$ cat config.mk
export PLATFORM = sky130hd
export DESIGN_NAME = periph_top
export DESIGN_NICKNAME = d
export VERILOG_FILES = /design/src/periph_pkg.sv /design/src/timer_channel.sv /design/src/apb_timer.sv /design/src/plic_gateway.sv /design/src/plic_target.sv /design/src/plic_core.sv /design/src/apb_decoder.sv /design/src/periph_top.sv
export SDC_FILE = /design/constraint.sdc
export NUM_CORES = 1
export LEC_CHECK = 0
export ABC_AREA = 1
export BUFFER_PORTS_ARGS = -buffer_cell sky130_fd_sc_hd__buf_2
export CAP_MARGIN = 20
export CORE_ASPECT_RATIO = 1.5
export CORE_MARGIN = 3
export CORE_UTILIZATION = 40
export DETAILED_ROUTE_END_ITERATION = 10
export PLACE_DENSITY = 0.66
export SYNTH_ARGS = -nofsm -noshare
export SYNTH_HDL_FRONTEND = slang
export SYNTH_SLANG_ARGS = --single-unit
$ cat constraint.sdc
create_clock -name clk_i -period 20.6 [get_ports clk_i]
set_input_delay 5.15 -clock clk_i [delete_from_list [all_inputs] [get_ports clk_i]]
set_output_delay 5.15 -clock clk_i [all_outputs]
set_load 0.005 [all_outputs]
$ cat src/periph_pkg.sv
package periph_pkg;

    // ----------------------------------------------------------
    // Sizes
    // ----------------------------------------------------------
    localparam int APB_AW         = 32;
    localparam int APB_DW         = 32;
    localparam int NUM_SOURCES    = 5;
    localparam int NUM_TARGETS    = 2;
    localparam int NUM_TIMERS     = 2;
    localparam int PRIO_W         = 3;
    localparam int SRC_ID_W       = 3;
    // Timer channels sit above the external sources
    localparam int TIMER_IRQ_BASE = 3;

    typedef logic [APB_AW-1:0]      apb_addr_t;
    typedef logic [APB_DW-1:0]      apb_data_t;
    typedef logic [PRIO_W-1:0]      prio_t;
    typedef logic [SRC_ID_W-1:0]    src_id_t;
    typedef logic [NUM_SOURCES-1:0] src_vec_t;
    typedef logic [3:0]             region_t;

    // ----------------------------------------------------------
    // Address map
    // ----------------------------------------------------------
    // Region number taken from paddr[15:12]
    localparam region_t REGION_PLIC  = 4'd0;
    localparam region_t REGION_TIMER = 4'd1;

    localparam logic [11:0] PLIC_PRIO_OFS  = 12'h000;
    localparam logic [11:0] PLIC_PEND_OFS  = 12'h100;
    localparam logic [11:0] PLIC_EN_OFS    = 12'h200;
    localparam logic [11:0] PLIC_THR_OFS   = 12'h300;
    localparam logic [11:0] PLIC_CLAIM_OFS = 12'h400;

    localparam int          TMR_STRIDE   = 'h10;
    localparam logic [3:0]  TMR_CTRL_OFS = 4'h0;
    localparam logic [3:0]  TMR_CNT_OFS  = 4'h4;
    localparam logic [3:0]  TMR_CMP_OFS  = 4'h8;
    localparam logic [3:0]  TMR_STAT_OFS = 4'hC;

    localparam apb_data_t ERR_RDATA = 32'hDEADBEEF;

endpackage

$ cat src/timer_channel.sv
module timer_channel
    import periph_pkg::*;
(
    input  logic      clk_i,
    input  logic      rst_n_i,
    input  logic      enable_i,
    input  apb_data_t cmp_i,
    input  logic      cnt_we_i,
    input  apb_data_t cnt_wdata_i,
    input  logic      stat_clr_i,
    output apb_data_t cnt_o,
    output logic      irq_o
);

    apb_data_t cnt_q;
    logic      stat_q;
    logic      match;

    assign match = enable_i && (cnt_q == cmp_i);

    // Period is cmp + 1 cycles
    always_ff @(posedge clk_i) begin
        if (!rst_n_i) begin
            cnt_q <= '0;
        end else if (cnt_we_i) begin
            cnt_q <= cnt_wdata_i;
        end else if (match) begin
            cnt_q <= '0;
        end else if (enable_i) begin
            cnt_q <= cnt_q + 1'b1;
        end
    end

    // Sticky until software clears it
    always_ff @(posedge clk_i) begin
        if (!rst_n_i) begin
            stat_q <= 1'b0;
        end else if (stat_clr_i) begin
            stat_q <= 1'b0;
        end else if (match) begin
            stat_q <= 1'b1;
        end
    end

    assign cnt_o = cnt_q;
    assign irq_o = stat_q;

endmodule

$ cat src/apb_timer.sv
module apb_timer
    import periph_pkg::*;
(
    input  logic                  clk_i,
    input  logic                  rst_n_i,
    input  logic                  psel_i,
    input  logic                  penable_i,
    input  logic                  pwrite_i,
    input  apb_addr_t             paddr_i,
    input  apb_data_t             pwdata_i,
    output apb_data_t             prdata_o,
    output logic [NUM_TIMERS-1:0] irq_o
);

    logic      [NUM_TIMERS-1:0] en_q;
    apb_data_t [NUM_TIMERS-1:0] cmp_q;
    apb_data_t [NUM_TIMERS-1:0] cnt;
    logic      [NUM_TIMERS-1:0] chan_hit;
    logic      [NUM_TIMERS-1:0] cnt_we;
    logic      [NUM_TIMERS-1:0] stat_clr;
    logic [11:0]                ofs;
    logic [3:0]                 reg_ofs;
    logic                       rd_en;
    logic                       wr_en;

    assign ofs     = paddr_i[11:0];
    assign reg_ofs = paddr_i[3:0];
    assign rd_en   = psel_i & penable_i & ~pwrite_i;
    assign wr_en   = psel_i & penable_i & pwrite_i;

    for (genvar c = 0; c < NUM_TIMERS; c++) begin : gen_chan
        assign chan_hit[c] = (ofs >= 12'(c * TMR_STRIDE)) &&
                             (ofs < 12'((c + 1) * TMR_STRIDE));
        assign cnt_we[c]   = wr_en & chan_hit[c] & (reg_ofs == TMR_CNT_OFS);
        // Write one to clear
        assign stat_clr[c] = wr_en & chan_hit[c] & (reg_ofs == TMR_STAT_OFS) & pwdata_i[0];

        timer_channel i_channel (
            .clk_i       ( clk_i       ),
            .rst_n_i     ( rst_n_i     ),
            .enable_i    ( en_q[c]     ),
            .cmp_i       ( cmp_q[c]    ),
            .cnt_we_i    ( cnt_we[c]   ),
            .cnt_wdata_i ( pwdata_i    ),
            .stat_clr_i  ( stat_clr[c] ),
            .cnt_o       ( cnt[c]      ),
            .irq_o       ( irq_o[c]    )
        );
    end

    always_ff @(posedge clk_i) begin
        if (!rst_n_i) begin
            en_q  <= '0;
            cmp_q <= '0;
        end else if (wr_en) begin
            for (int c = 0; c < NUM_TIMERS; c++) begin
                if (chan_hit[c] && reg_ofs == TMR_CTRL_OFS) begin
                    en_q[c] <= pwdata_i[0];
                end
                if (chan_hit[c] && reg_ofs == TMR_CMP_OFS) begin
                    cmp_q[c] <= pwdata_i;
                end
            end
        end
    end

    // Read routing
    always_comb begin
        prdata_o = '0;
        for (int c = 0; c < NUM_TIMERS; c++) begin
            if (rd_en && chan_hit[c]) begin
                case (reg_ofs)
                    TMR_CTRL_OFS: prdata_o = apb_data_t'(en_q[c]);
                    TMR_CNT_OFS:  prdata_o = cnt[c];
                    TMR_CMP_OFS:  prdata_o = cmp_q[c];
                    TMR_STAT_OFS: prdata_o = apb_data_t'(irq_o[c]);
                    default:      prdata_o = '0;
                endcase
            end
        end
    end

endmodule

$ cat src/plic_gateway.sv
module plic_gateway
    import periph_pkg::*;
(
    input  logic clk_i,
    input  logic rst_n_i,
    input  logic level_i,
    input  logic claim_i,
    input  logic complete_i,
    output logic pending_o
);

    logic pending_q;
    logic in_service_q;

    always_ff @(posedge clk_i) begin
        if (!rst_n_i) begin
            pending_q    <= 1'b0;
            in_service_q <= 1'b0;
        end else begin
            // Source stays masked while in service
            if (claim_i) begin
                pending_q <= 1'b0;
            end else if (level_i && !in_service_q) begin
                pending_q <= 1'b1;
            end

            if (claim_i) begin
                in_service_q <= 1'b1;
            end else if (complete_i) begin
                in_service_q <= 1'b0;
            end
        end
    end

    assign pending_o = pending_q;

endmodule

$ cat src/plic_target.sv
module plic_target
    import periph_pkg::*;
(
    input  src_vec_t                pending_i,
    input  src_vec_t                enable_i,
    input  prio_t [NUM_SOURCES-1:0] prio_i,
    input  prio_t                   threshold_i,
    output src_id_t                 claim_id_o,
    output logic                    irq_o
);

    prio_t   best_prio;
    src_id_t best_id;

    // ----------------------------------------------------------
    // Highest priority search
    // ----------------------------------------------------------
    always_comb begin
        best_prio = '0;
        best_id   = '0;
        for (int i = 0; i < NUM_SOURCES; i++) begin
            // Strict compare keeps lowest index on a tie
            if (pending_i[i] && enable_i[i] && (prio_i[i] > best_prio)) begin
                best_prio = prio_i[i];
                best_id   = src_id_t'(i + 1);
            end
        end
    end

    // Priority 0 never wins, so best_prio > threshold implies a source
    assign irq_o      = (best_prio > threshold_i);
    assign claim_id_o = irq_o ? best_id : '0;

endmodule

$ cat src/plic_core.sv
module plic_core
    import periph_pkg::*;
(
    input  logic                   clk_i,
    input  logic                   rst_n_i,
    input  logic                   psel_i,
    input  logic                   penable_i,
    input  logic                   pwrite_i,
    input  apb_addr_t              paddr_i,
    input  apb_data_t              pwdata_i,
    output apb_data_t              prdata_o,
    input  src_vec_t               irq_sources_i,
    output logic [NUM_TARGETS-1:0] irq_o
);

    prio_t    [NUM_SOURCES-1:0] prio_q;
    src_vec_t [NUM_TARGETS-1:0] en_q;
    prio_t    [NUM_TARGETS-1:0] thr_q;
    src_id_t  [NUM_TARGETS-1:0] claim_id;
    src_vec_t                   pending;
    src_vec_t                   claim;
    src_vec_t                   complete;
    logic                       rd_en;
    logic                       wr_en;
    logic [3:0]                 page;
    logic [5:0]                 idx;

    assign rd_en = psel_i & penable_i & ~pwrite_i;
    assign wr_en = psel_i & penable_i & pwrite_i;
    assign page  = paddr_i[11:8];
    assign idx   = paddr_i[7:2];

    // ----------------------------------------------------------
    // Configuration registers
    // ----------------------------------------------------------
    always_ff @(posedge clk_i) begin
        if (!rst_n_i) begin
            prio_q <= '0;
            en_q   <= '0;
            thr_q  <= '0;
        end else if (wr_en) begin
            for (int i = 0; i < NUM_SOURCES; i++) begin
                if (page == PLIC_PRIO_OFS[11:8] && int'(idx) == i) begin
                    prio_q[i] <= pwdata_i[PRIO_W-1:0];
                end
            end
            for (int t = 0; t < NUM_TARGETS; t++) begin
                if (int'(idx) == t) begin
                    if (page == PLIC_EN_OFS[11:8]) begin
                        en_q[t] <= pwdata_i[NUM_SOURCES-1:0];
                    end
                    if (page == PLIC_THR_OFS[11:8]) begin
                        thr_q[t] <= pwdata_i[PRIO_W-1:0];
                    end
                end
            end
        end
    end

    // Claim on read, complete on write of a valid id
    always_comb begin
        claim    = '0;
        complete = '0;
        for (int t = 0; t < NUM_TARGETS; t++) begin
            if (page == PLIC_CLAIM_OFS[11:8] && int'(idx) == t) begin
                for (int i = 0; i < NUM_SOURCES; i++) begin
                    if (rd_en && claim_id[t] == src_id_t'(i + 1)) begin
                        claim[i] = 1'b1;
                    end
                    if (wr_en && pwdata_i == apb_data_t'(i + 1)) begin
                        complete[i] = 1'b1;
                    end
                end
            end
        end
    end

    // ----------------------------------------------------------
    // Read mux
    // ----------------------------------------------------------
    always_comb begin
        prdata_o = '0;
        if (rd_en) begin
            case (page)
                PLIC_PRIO_OFS[11:8]: begin
                    for (int i = 0; i < NUM_SOURCES; i++) begin
                        if (int'(idx) == i) begin
                            prdata_o = apb_data_t'(prio_q[i]);
                        end
                    end
                end
                PLIC_PEND_OFS[11:8]: begin
                    if (idx == '0) begin
                        prdata_o = apb_data_t'(pending);
                    end
                end
                PLIC_EN_OFS[11:8], PLIC_THR_OFS[11:8], PLIC_CLAIM_OFS[11:8]: begin
                    for (int t = 0; t < NUM_TARGETS; t++) begin
                        if (int'(idx) == t) begin
                            if (page == PLIC_EN_OFS[11:8]) begin
                                prdata_o = apb_data_t'(en_q[t]);
                            end else if (page == PLIC_THR_OFS[11:8]) begin
                                prdata_o = apb_data_t'(thr_q[t]);
                            end else begin
                                prdata_o = apb_data_t'(claim_id[t]);
                            end
                        end
                    end
                end
                default: prdata_o = '0;
            endcase
        end
    end

    for (genvar i = 0; i < NUM_SOURCES; i++) begin : gen_gateway
        plic_gateway i_gateway (
            .clk_i      ( clk_i            ),
            .rst_n_i    ( rst_n_i          ),
            .level_i    ( irq_sources_i[i] ),
            .claim_i    ( claim[i]         ),
            .complete_i ( complete[i]      ),
            .pending_o  ( pending[i]       )
        );
    end

    for (genvar t = 0; t < NUM_TARGETS; t++) begin : gen_target
        plic_target i_target (
            .pending_i   ( pending     ),
            .enable_i    ( en_q[t]     ),
            .prio_i      ( prio_q      ),
            .threshold_i ( thr_q[t]    ),
            .claim_id_o  ( claim_id[t] ),
            .irq_o       ( irq_o[t]    )
        );
    end

endmodule

$ cat src/apb_decoder.sv
module apb_decoder
    import periph_pkg::*;
(
    input  logic      psel_i,
    input  logic      penable_i,
    input  apb_addr_t paddr_i,
    input  apb_data_t prdata_plic_i,
    input  apb_data_t prdata_tmr_i,
    output logic      psel_plic_o,
    output logic      psel_tmr_o,
    output apb_data_t prdata_o,
    output logic      pslverr_o
);

    region_t region;
    logic    hit_plic;
    logic    hit_tmr;
    logic    access;

    assign region   = paddr_i[15:12];
    assign hit_plic = (region == REGION_PLIC);
    assign hit_tmr  = (region == REGION_TIMER);
    assign access   = psel_i & penable_i;

    assign psel_plic_o = psel_i & hit_plic;
    assign psel_tmr_o  = psel_i & hit_tmr;

    // ----------------------------------------------------------
    // Response mux, quiet outside the access cycle
    // ----------------------------------------------------------
    always_comb begin
        prdata_o  = '0;
        pslverr_o = 1'b0;
        if (access) begin
            if (hit_plic) begin
                prdata_o = prdata_plic_i;
            end else if (hit_tmr) begin
                prdata_o = prdata_tmr_i;
            end else begin
                // Default error responder
                prdata_o  = ERR_RDATA;
                pslverr_o = 1'b1;
            end
        end
    end

endmodule

$ cat src/periph_top.sv
module periph_top
    import periph_pkg::*;
(
    input  logic                      clk_i,
    input  logic                      rst_n_i,
    input  logic                      psel_i,
    input  logic                      penable_i,
    input  logic                      pwrite_i,
    input  apb_addr_t                 paddr_i,
    input  apb_data_t                 pwdata_i,
    input  logic [TIMER_IRQ_BASE-1:0] irq_src_i,
    output apb_data_t                 prdata_o,
    output logic                      pslverr_o,
    output logic [NUM_TARGETS-1:0]    irq_o
);

    logic                  psel_plic;
    logic                  psel_tmr;
    apb_data_t             prdata_plic;
    apb_data_t             prdata_tmr;
    logic [NUM_TIMERS-1:0] tmr_irq;
    src_vec_t              irq_sources;

    // Timer compare interrupts above the external levels
    assign irq_sources = {tmr_irq, irq_src_i};

    apb_decoder i_decoder (
        .psel_i        ( psel_i      ),
        .penable_i     ( penable_i   ),
        .paddr_i       ( paddr_i     ),
        .prdata_plic_i ( prdata_plic ),
        .prdata_tmr_i  ( prdata_tmr  ),
        .psel_plic_o   ( psel_plic   ),
        .psel_tmr_o    ( psel_tmr    ),
        .prdata_o      ( prdata_o    ),
        .pslverr_o     ( pslverr_o   )
    );

    plic_core i_plic (
        .clk_i         ( clk_i       ),
        .rst_n_i       ( rst_n_i     ),
        .psel_i        ( psel_plic   ),
        .penable_i     ( penable_i   ),
        .pwrite_i      ( pwrite_i    ),
        .paddr_i       ( paddr_i     ),
        .pwdata_i      ( pwdata_i    ),
        .prdata_o      ( prdata_plic ),
        .irq_sources_i ( irq_sources ),
        .irq_o         ( irq_o       )
    );

    apb_timer i_timer (
        .clk_i     ( clk_i      ),
        .rst_n_i   ( rst_n_i    ),
        .psel_i    ( psel_tmr   ),
        .penable_i ( penable_i  ),
        .pwrite_i  ( pwrite_i   ),
        .paddr_i   ( paddr_i    ),
        .pwdata_i  ( pwdata_i   ),
        .prdata_o  ( prdata_tmr ),
        .irq_o     ( tmr_irq    )
    );

endmodule

Word-level counts from Yosys, hierarchy flattened
Cells that the tools add are included.
W data, S select, Z words.
{"block": "totals", "regBits": 173, "inputBits": 72, "output_inout_bits": 35}
{"block": "classes", "n_addsub": 2, "order_cmp": 15, "n_eq_ne": 29, "n_mux": 86, "n_bitwise": 19, "reduce_logical": 95}
{"operator": "$mux W32", "count": 16}
{"operator": "$pmux W32 S4", "count": 2}
{"operator": "$pmux W32 S3", "count": 1}
{"operator": "$mux W3", "count": 27}
{"operator": "$add A32 B1 Y32 const B", "count": 2}
{"operator": "$eq A32 B2 Y1 const B", "count": 2}
{"operator": "$eq A32 B3 Y1 const B", "count": 2}
{"operator": "$eq A32 B32 Y1", "count": 2}
{"operator": "$logic_and A1 B1 Y1", "count": 57}
{"operator": "$mux W1", "count": 35}
{"operator": "$eq A32 B1 Y1 const B", "count": 1}
{"operator": "$gt A3 B3 Y1", "count": 10}
{"operator": "$mux W5", "count": 5}
{"operator": "$reduce_and A2 Y1", "count": 9}
{"operator": "$and A1 B1 Y1", "count": 17}
{"operator": "$reduce_or A2 Y1", "count": 7}
{"operator": "$eq A3 B2 Y1 const B", "count": 4}
{"operator": "$eq A3 B3 Y1 const B", "count": 4}
{"operator": "$eq A6 B3 Y1 const B", "count": 2}
{"operator": "$ge A12 B1 Y1 const B", "count": 1}
{"operator": "$ge A12 B5 Y1 const B", "count": 1}
{"operator": "$logic_not A4 Y1", "count": 3}
{"operator": "$logic_not A6 Y1", "count": 2}
{"operator": "$lt A12 B5 Y1 const B", "count": 1}
{"operator": "15 further kinds", "count": 33}

Depth between registers and ports, before layout
Gate-level depths: netlist of the first run.
{"block": "logic_depth", "ltp_word": 25, "depth_mapped": 45}

By module
From an unflattened synthesis of the first run, not the netlist that was laid out.
{"block": "unflattened", "cells_unflattened": 2628, "area_unflattened_um2": 15431.0}
{"module": "timer_channel", "instances": 2, "cells_each": 544, "area_per_inst_um2": 3281.9, "seq_area_each_um2": 660.6}
{"module": "apb_timer", "instances": 1, "cells_each": 772, "area_per_inst_um2": 4108.9, "seq_area_each_um2": 1321.3}
{"module": "plic_core", "instances": 1, "cells_each": 336, "area_per_inst_um2": 2197.1, "seq_area_each_um2": 620.6}
{"module": "apb_decoder", "instances": 1, "cells_each": 144, "area_per_inst_um2": 723.2, "seq_area_each_um2": 0.0}
{"module": "plic_target (i_plic.gen_target[0].i_target)", "instances": 1, "cells_each": 114, "area_per_inst_um2": 710.7, "seq_area_each_um2": 0.0}
{"module": "plic_target (i_plic.gen_target[1].i_target)", "instances": 1, "cells_each": 114, "area_per_inst_um2": 708.2, "seq_area_each_um2": 0.0}
{"module": "plic_gateway", "instances": 5, "cells_each": 12, "area_per_inst_um2": 83.8, "seq_area_each_um2": 40.0}

Least setup slack after synthesis of the first run
OpenSTA, ideal clock, no wires.
{"block": "synth_path", "path_kind": "input to output", "startpoint": "in paddr_i[13]", "endpoint": "out prdata_o[3]", "arrival_ns": 6.768, "t_required_ns": 15.450, "setup_slack_ns": 8.682, "path_stages": 8, "path_buffers": 0, "path_cell_list": "or3_4 nor2_1 inv_1 nor3_1 inv_1 nor2_1 a21oi_1 nor3_1"}
{"block": "synth_between", "elab_chain_cells": 10}
{"item": "start: declaration", "line_no": "periph_top.sv:9", "rtl": "input apb_addr_t paddr_i,"}
{"item": "$eq A4 B1 Y1", "line_no": "apb_decoder.sv:22", "rtl": "assign hit_tmr = (region == REGION_TIMER);"}
{"item": "$and A1 B1 Y1", "line_no": "apb_decoder.sv:26", "rtl": "assign psel_tmr_o = psel_i & hit_tmr;"}
{"item": "$and A1 B1 Y1 (2 in series)", "line_no": "apb_timer.sv:28", "rtl": "assign rd_en = psel_i & penable_i & ~pwrite_i;"}
{"item": "$logic_and A1 B1 Y1", "line_no": "apb_timer.sv:71", "rtl": "if (rd_en && chan_hit[c]) begin"}
{"item": "$mux W32 (2 in series)", "line_no": "apb_timer.sv:71"}
{"item": "$mux W32", "line_no": "apb_decoder.sv:37", "rtl": "end else if (hit_tmr) begin"}
{"item": "$mux W32 *", "line_no": "apb_decoder.sv:35", "rtl": "if (hit_plic) begin"}
{"item": "$mux W32 *", "line_no": "apb_decoder.sv:34", "rtl": "if (access) begin"}
{"item": "end: declaration", "line_no": "periph_top.sv:12", "rtl": "output apb_data_t prdata_o,"}
Mark *: on every way between the ends. The rest lies on a longest branch, timed or not.

Worst setup path after layout of the first run
{"block": "layout_path", "startpoint": "in psel_i", "endpoint": "out prdata_o[4]"}
{"block": "layout_between", "elab_chain_cells": 9}
{"item": "start: declaration", "line_no": "periph_top.sv:6", "rtl": "input logic psel_i,"}
{"item": "$and A1 B1 Y1", "line_no": "apb_decoder.sv:26"}
{"item": "$and A1 B1 Y1 (2 in series)", "line_no": "apb_timer.sv:28"}
{"item": "$logic_and A1 B1 Y1", "line_no": "apb_timer.sv:71"}
{"item": "$mux W32 (2 in series)", "line_no": "apb_timer.sv:71"}
{"item": "$mux W32", "line_no": "apb_decoder.sv:37"}
{"item": "$mux W32", "line_no": "apb_decoder.sv:35"}
{"item": "$mux W32 *", "line_no": "apb_decoder.sv:34"}
Marks and branches as above.

==> results of run 1 <==
[power by group through the flow]
stage / clock network [uW] / logic, uW / registers [uW]
floorplan: 0 / 19.4 / 343
global placement: 0 / 42.8 / 343
detailed placement: 0 / 43.1 / 343
CTS: 348 / 43.2 / 335
global route: 362 / 46.8 / 335
finish: 345 / 44.2 / 335
[cell families (layout without fill, tap and decap cells)]
group,count (synthesis),in the layout,synth area share
AOI/OAI and AO/OA,482,482,0.236
xor gates and xnor gates,71,71,0.0514
adders and majority gates,30,30,0.0310
buffers and inverters,336,377,0.107
DFF,173,173,0.286
and+or+nand+nor,759,759,0.289
[registers in the layout (all words and copies together) (netlist names)]
signal / cells
i_timer.en_q: 2
i_plic.en_q: 10
i_timer.gen_chan.i_channel.irq_o: 2
i_plic.gen_gateway.i_gateway.in_service_q: 5
i_plic.prio_q: 15
i_timer.cmp_q: 64
i_plic.gen_gateway.i_gateway.pending_o: 5
i_plic.thr_q: 6
i_timer.gen_chan.i_channel.cnt_o: 64
[worst min-delay path by stage]
stage	from	end	slack, ps	cells after the start
2_1_floorplan	i_plic.thr_q[0]$_SDFFE_PN0P_	i_plic.thr_q[0]$_SDFFE_PN0P_	440	2
3_3_place_gp	i_plic.gen_gateway[2].i_gateway.in_service_q$_SDFFE_PN0P_	i_plic.gen_gateway[2].i_gateway.in_service_q$_SDFFE_PN0P_	460	2
3_5_place_dp	i_plic.gen_gateway[3].i_gateway.in_service_q$_SDFFE_PN0P_	i_plic.gen_gateway[3].i_gateway.in_service_q$_SDFFE_PN0P_	470	2
4_1_cts	i_plic.gen_gateway[3].i_gateway.in_service_q$_SDFFE_PN0P_	i_plic.gen_gateway[3].i_gateway.in_service_q$_SDFFE_PN0P_	480	2
5_1_grt	i_timer.cmp_q[23]$_SDFFE_PN0P_	i_timer.cmp_q[23]$_SDFFE_PN0P_	500	2
6_report	i_timer.cmp_q[23]$_SDFFE_PN0P_	i_timer.cmp_q[23]$_SDFFE_PN0P_	480	2
[synthesized netlist by cell type, drive strengths merged]
cell / count
o31ai: 1
inv: 242
o21bai: 2
a211oi: 16
a2111oi: 1
o22ai: 63
nor3b: 1
a221o: 3
a221oi: 24
nor2: 164
dfxtp: 173
nor3: 78
o221ai: 3
or4: 2
a31oi: 53
nand4: 24
nand3: 100
nand2: 339
o211a: 1
ha: 30
o211ai: 2
clkbuf: 80
nand3b: 9
a32oi: 1
a2111o: 1
o311a: 2
a311oi: 1
o2111ai: 19
and3: 2
a32o: 1
o21a: 4
nor4: 35
xnor2: 13
xor2: 58
nor4b: 1
or2: 2
o21ai: 151
clkinv: 3
or3: 1
or3b: 1
buf: 11
a21o: 1
a21oi: 132
[per-stage QoR]
step | instance area (um^2) | hold WS (ps) | setup WS (ps) | total power [uW] | util
floorplan | 12100 | 441 | 8680 | 362 | -
global placement | 12800 | 458 | 7300 | 386 | 0.430
detailed placement | 12800 | 470 | 7290 | 386 | 0.430
CTS | 13400 | 480 | 7280 | 726 | 0.451
global route | 13400 | 503 | 6840 | 743 | 0.451
finish | 13400 | 482 | 7120 | 725 | 0.451
[layer usage]
layer  up-vias  track usage  share of wire
met1      6137        0.326           0.38
met5         -            0              0
met3       156       0.0333          0.077
met4         0        0.181          0.072
met2       760        0.466           0.47
li1       6411            -              -
[critical path: cells and delay by family]
| kind | cells | cell delay (ps) |
|---|---|---|
| buffers and inverters | 4 | 1370 |
| AOI/OAI and AO/OA | 2 | 710 |
| and+or+nand+nor | 4 | 1090 |
[cell type report]
class                           instances  area [um^2]
Sequential cell                       173         3460
Timing Repair Buffer                  100          526
Tap cell                              395          494
Multi-Input combinational cell       1342         7360
Clock inverter                         15          188
Inverter                              245          922
Fill cell                            3138        16300
Clock buffer                           17          425
==> results.toml, run 1 <==
[clocking]
post_cts_buffers = 0
numCtsBuffers = 17
clockBufferDepth = 2
cts_tree = "yes"
cts_hold_buf = 0
cts_root_buffer = "clkbuf_16"
cts_max_level = 4
cts.sink_count = 173
cts_resized = 0
path_clk_slew_ps = 70
clk_latency_ps = 450

[drt]
postRouteAntennaNets = 0
viasPerCell = 5.89
wl_um = 45700
dr.pass1.iters = 6
drc = 0
wl_per_cell_um = 20.0
via_count = 13500
drtIter0Drc = 1150

[placed_design]
port_buffers = 90
numPlacedInstances = 2255
gp_congestion = 0.982
dp_hpwl_um = 33800

[pwr]
p_seq_frac = 0.462
ir_worst_vdd_mv = 0.0559
power.density_nw_per_um2 = 54.2
p_int_uw = 539
switchingPower_uw = 186
clockPowerShare = 0.477
power_frac_comb = 0.061
switching_share = 0.256
power.leakage_uw = 0.00508

[final_layout]
syn_to_final_growth_pct = 10.6
antenna_cells = 0
final_common_cell = "nand2_1"
drive_gt1_frac = 0.0983
final_cell_mix = "nand2_1, inv_1, dfxtp_1"
final_cells = 2287
fin_nets = 1981

[synthesis]
ys_ff_latch = 173
synth_top_area_frac = 0.286
ys_seq_area_frac = 0.286
synth_top_cell_by_area = "dfxtp_1"
synthTopCellsByArea = "dfxtp_1, nand2_1, inv_1"
netlist_instances = 1851
syn_nets = 1953
ys_warn_count = 0
syn_area_per_cell_um2 = 6.53
ys_types = 60
syn_area_um2 = 12100

[global_routing]
grt_pass1_vias = 12600
grt_use_total = 0.275
antenna_found_initial = 0
grt_start_max_net_pins = 93
grt_pass1_wl_um = 69800
grt_overflow = 0

[timing]
worst_pin_slew_ps = 1020
final_max_slew_viol_count = 0
clock_skew_ps = 8.58
finalHoldViolations = 0
period_needed_ps = 13480
fin_crit_sh = 0.654
finalSetupViolations = 0
slew_headroom = 0.317
timing.setup.tns_ps = 0
fmax_mhz = 74.2
rsz0062_at_grt = "no"

[worst_setup_path]
worstPathRequired_ps = 15450
cp-endpoint = "prdata_o[4]"
worst_setup_path_start_kind = "input port"
worst-path-max-fanout = 24
slowest_delay_ps = 710
startpoint = "psel_i"
criticalPathCategory = "input port to output port"
cpMaxStageDelayCell = "inv_1"
cp-end-kind = "output port"
worstPathArrival_ps = 8330
reg2reg_from = "i_plic.prio_q[2]$_SDFFE_PN0P_"
reg2regPathDepth = 38
r2r_end = "i_plic.gen_gateway[3].i_gateway.pending_o$_SDFFE_PP0P_"
cp_cell_sequence = "buf_2 > nand2_1 > inv_1 > nand2_2 > nor2_1 > nand2_1 > inv_1 > o221ai_1 > a32o_1 > buf_2"
r2r_slack_ps = 13500

[min_path]
hold_class = "flop to flop"

[die]
dieWidth_um = 148
rows = 77
dieHeight_um = 219
die_area_um2 = 32400
initial_core_util = 0.407
core_um2 = 29700
ios = 107

[status]
status = "finished, final reports clean"

[flow_run]
drv_cap = 0
Note: power is estimated with default switching activity, not from simulation.
==> inputs of run 2 (changes only) <==
PLACE_DENSITY = 0.68   (was 0.66)
clock period = 10.85 ns   (was 20.6 ns; I/O delays follow)
==> results.toml, run 2 (synthesized netlist as in run 1, its figures left out) <==
[worst_setup_path]
slowest_delay_ps = 480
worst_setup_path_start_kind = "flop"
critical_path_buf_inv_count = 6
worst-path-max-fanout = 8
reg2reg_from = "i_plic.gen_gateway[0].i_gateway.pending_o$_SDFFE_PP0P_"
criticalPathCategory = "flop to output port"
cpMaxStageDelayCell = "dfxtp_1"
startpoint = "i_plic.gen_gateway[0].i_gateway.pending_o$_SDFFE_PP0P_"
worstPathRequired_ps = 8140
critical_path.top_delay_family = "compound AO/OA/AOI/OAI gates"
path_common_cell = "nand2_1"
cp-end-kind = "output port"
worstPathArrival_ps = 7320

[pwr]
power.density_nw_per_um2 = 103
p_seq_frac = 0.463
switchingPower_uw = 342
power_frac_comb = 0.061
p_int_uw = 1030
finalPower_uw = 1380
ir_worst_vdd_mv = 0.109
switching_share = 0.249
clockPowerShare = 0.476
power.leakage_uw = 0.00508

[final_layout]
final_common_cell = "nand2_1"
syn_to_final_growth_pct = 10.9
fin_util = 0.452
antenna_cells = 0
fin_nets = 1983
final_cell_mix = "nand2_1, inv_1, dfxtp_1"
drive_gt1_frac = 0.100

[timing]
clock_skew_ps = 11.5
fin_crit_sh = 0.925
fmax_mhz = 99.7
worst_pin_slew_ps = 1050
final_max_slew_viol_count = 0
period_needed_ps = 10030
rsz0062_at_grt = "no"
finalHoldViolations = 0
slew_headroom = 0.295
timing.setup.tns_ps = 0
finalSetupViolations = 0

[drt]
viasPerCell = 5.90
wl_per_cell_um = 20.2
postRouteAntennaNets = 0
drc = 0
drtIter0Drc = 1221
wl_um = 46300
dr.pass1.iters = 8
via_count = 13500

[min_path]
hold_start = "i_plic.gen_gateway[2].i_gateway.in_service_q$_SDFFE_PN0P_"
hold_class = "flop to flop"

[die]
rows = 77
die_area_um2 = 32400
dieWidth_um = 148
dieHeight_um = 219
initial_core_util = 0.407
ios = 107
core_um2 = 29700

[global_routing]
grt_pass1_vias = 12500
grt_overflow = 0
antenna_found_initial = 0
grt_use_total = 0.278
grt_start_max_net_pins = 93
grt_pass1_wl_um = 70300

[clocking]
path_clk_slew_ps = 70
cts_max_level = 4
cts_hold_buf = 0
cts_tree = "yes"
cts_root_buffer = "clkbuf_16"
cts.sink_count = 173
clk_latency_ps = 440
clockBufferDepth = 2
numCtsBuffers = 17

[flow_run]
drv_cap = 0

[placed_design]
gp_congestion = 1.00
port_buffers = 90
dp_hpwl_um = 34300

[status]
status = "finished, final reports clean"
==> run 2: changes by cell type in the layout (fill, tap and decap cells not counted), sizes merged <==
cell	before	now
clkinv	9	7
buf	100	102
inv	245	242
clkbuf	17	19
clkinvlp	3	6
==> run 2: timing repair <==
action / CTS / global route
gates resized for setup: 0 / 8
buffers inserted: 0 / 1
hold endpoints to repair: 0 / 0
setup endpoints to repair: 0 / 3
==> run 2: layer usage <==
| layer | routed length, um | global-route usage | vias up |
|---|---|---|---|
| li1 | - | - | 6418 |
| met2 | 21500 | 0.462 | 714 |
| met5 | 0 | 0 | - |
| met3 | 3390 | 0.0370 | 176 |
| met1 | 17700 | 0.333 | 6188 |
| met4 | 3720 | 0.188 | 0 |
==> run 2: area by class of cell <==
| class | count | area [um^2] |
|---|---|---|
| fill | 3199 | 16300 |
| multi-input combinational | 1342 | 7370 |
| sequential | 173 | 3460 |
| inverter | 245 | 922 |
| timing repair buffer | 102 | 541 |
| tap | 395 | 494 |
| clock buffer | 19 | 453 |
| clock inverter | 13 | 166 |
==> run 2: final timing paths <==
check | to | slack (ps) | cells past startpoint
setup / recovery | prdata_o[2] | 820 | 44
hold / removal | i_plic.gen_gateway[2].i_gateway.in_service_q$_SDFFE_PN0P_ | 470 | 2
setup reg to reg | i_plic.gen_gateway[1].i_gateway.in_service_q$_SDFFE_PN0P_ | 3910 | 41
hold reg to reg | i_plic.gen_gateway[2].i_gateway.in_service_q$_SDFFE_PN0P_ | 470 | 2
==> run 2: power groups by stage <==
stage | Sequential, uW | Combinational [uW] | Clock (uW)
floorplan | 651 | 36.8 | 0
global placement | 651 | 81.2 | 0
detailed placement | 651 | 81.8 | 0
CTS | 637 | 81.9 | 659
global route | 636 | 88.8 | 684
finish | 637 | 84.0 | 655
==> run 2: stage by stage <==
step | hold WS (ps) | setup slack (ps) | cell area [um^2] | cells
global placement | 453 | 1080 | 12800 | 2256
global route | 503 | 11.1 | 13400 | 2289
finish | 475 | 817 | 13400 | 2289
CTS | 472 | 514 | 13400 | 2288
detailed placement | 461 | 1000 | 12800 | 2256
floorplan | 441 | 2530 | 12100 | 1851
==> run 2: worst min-delay path, cell delays in order (launching register included) <==
cell     delay, ps
dfxtp_1        310
o21ai_0         60
a21oi_1         60
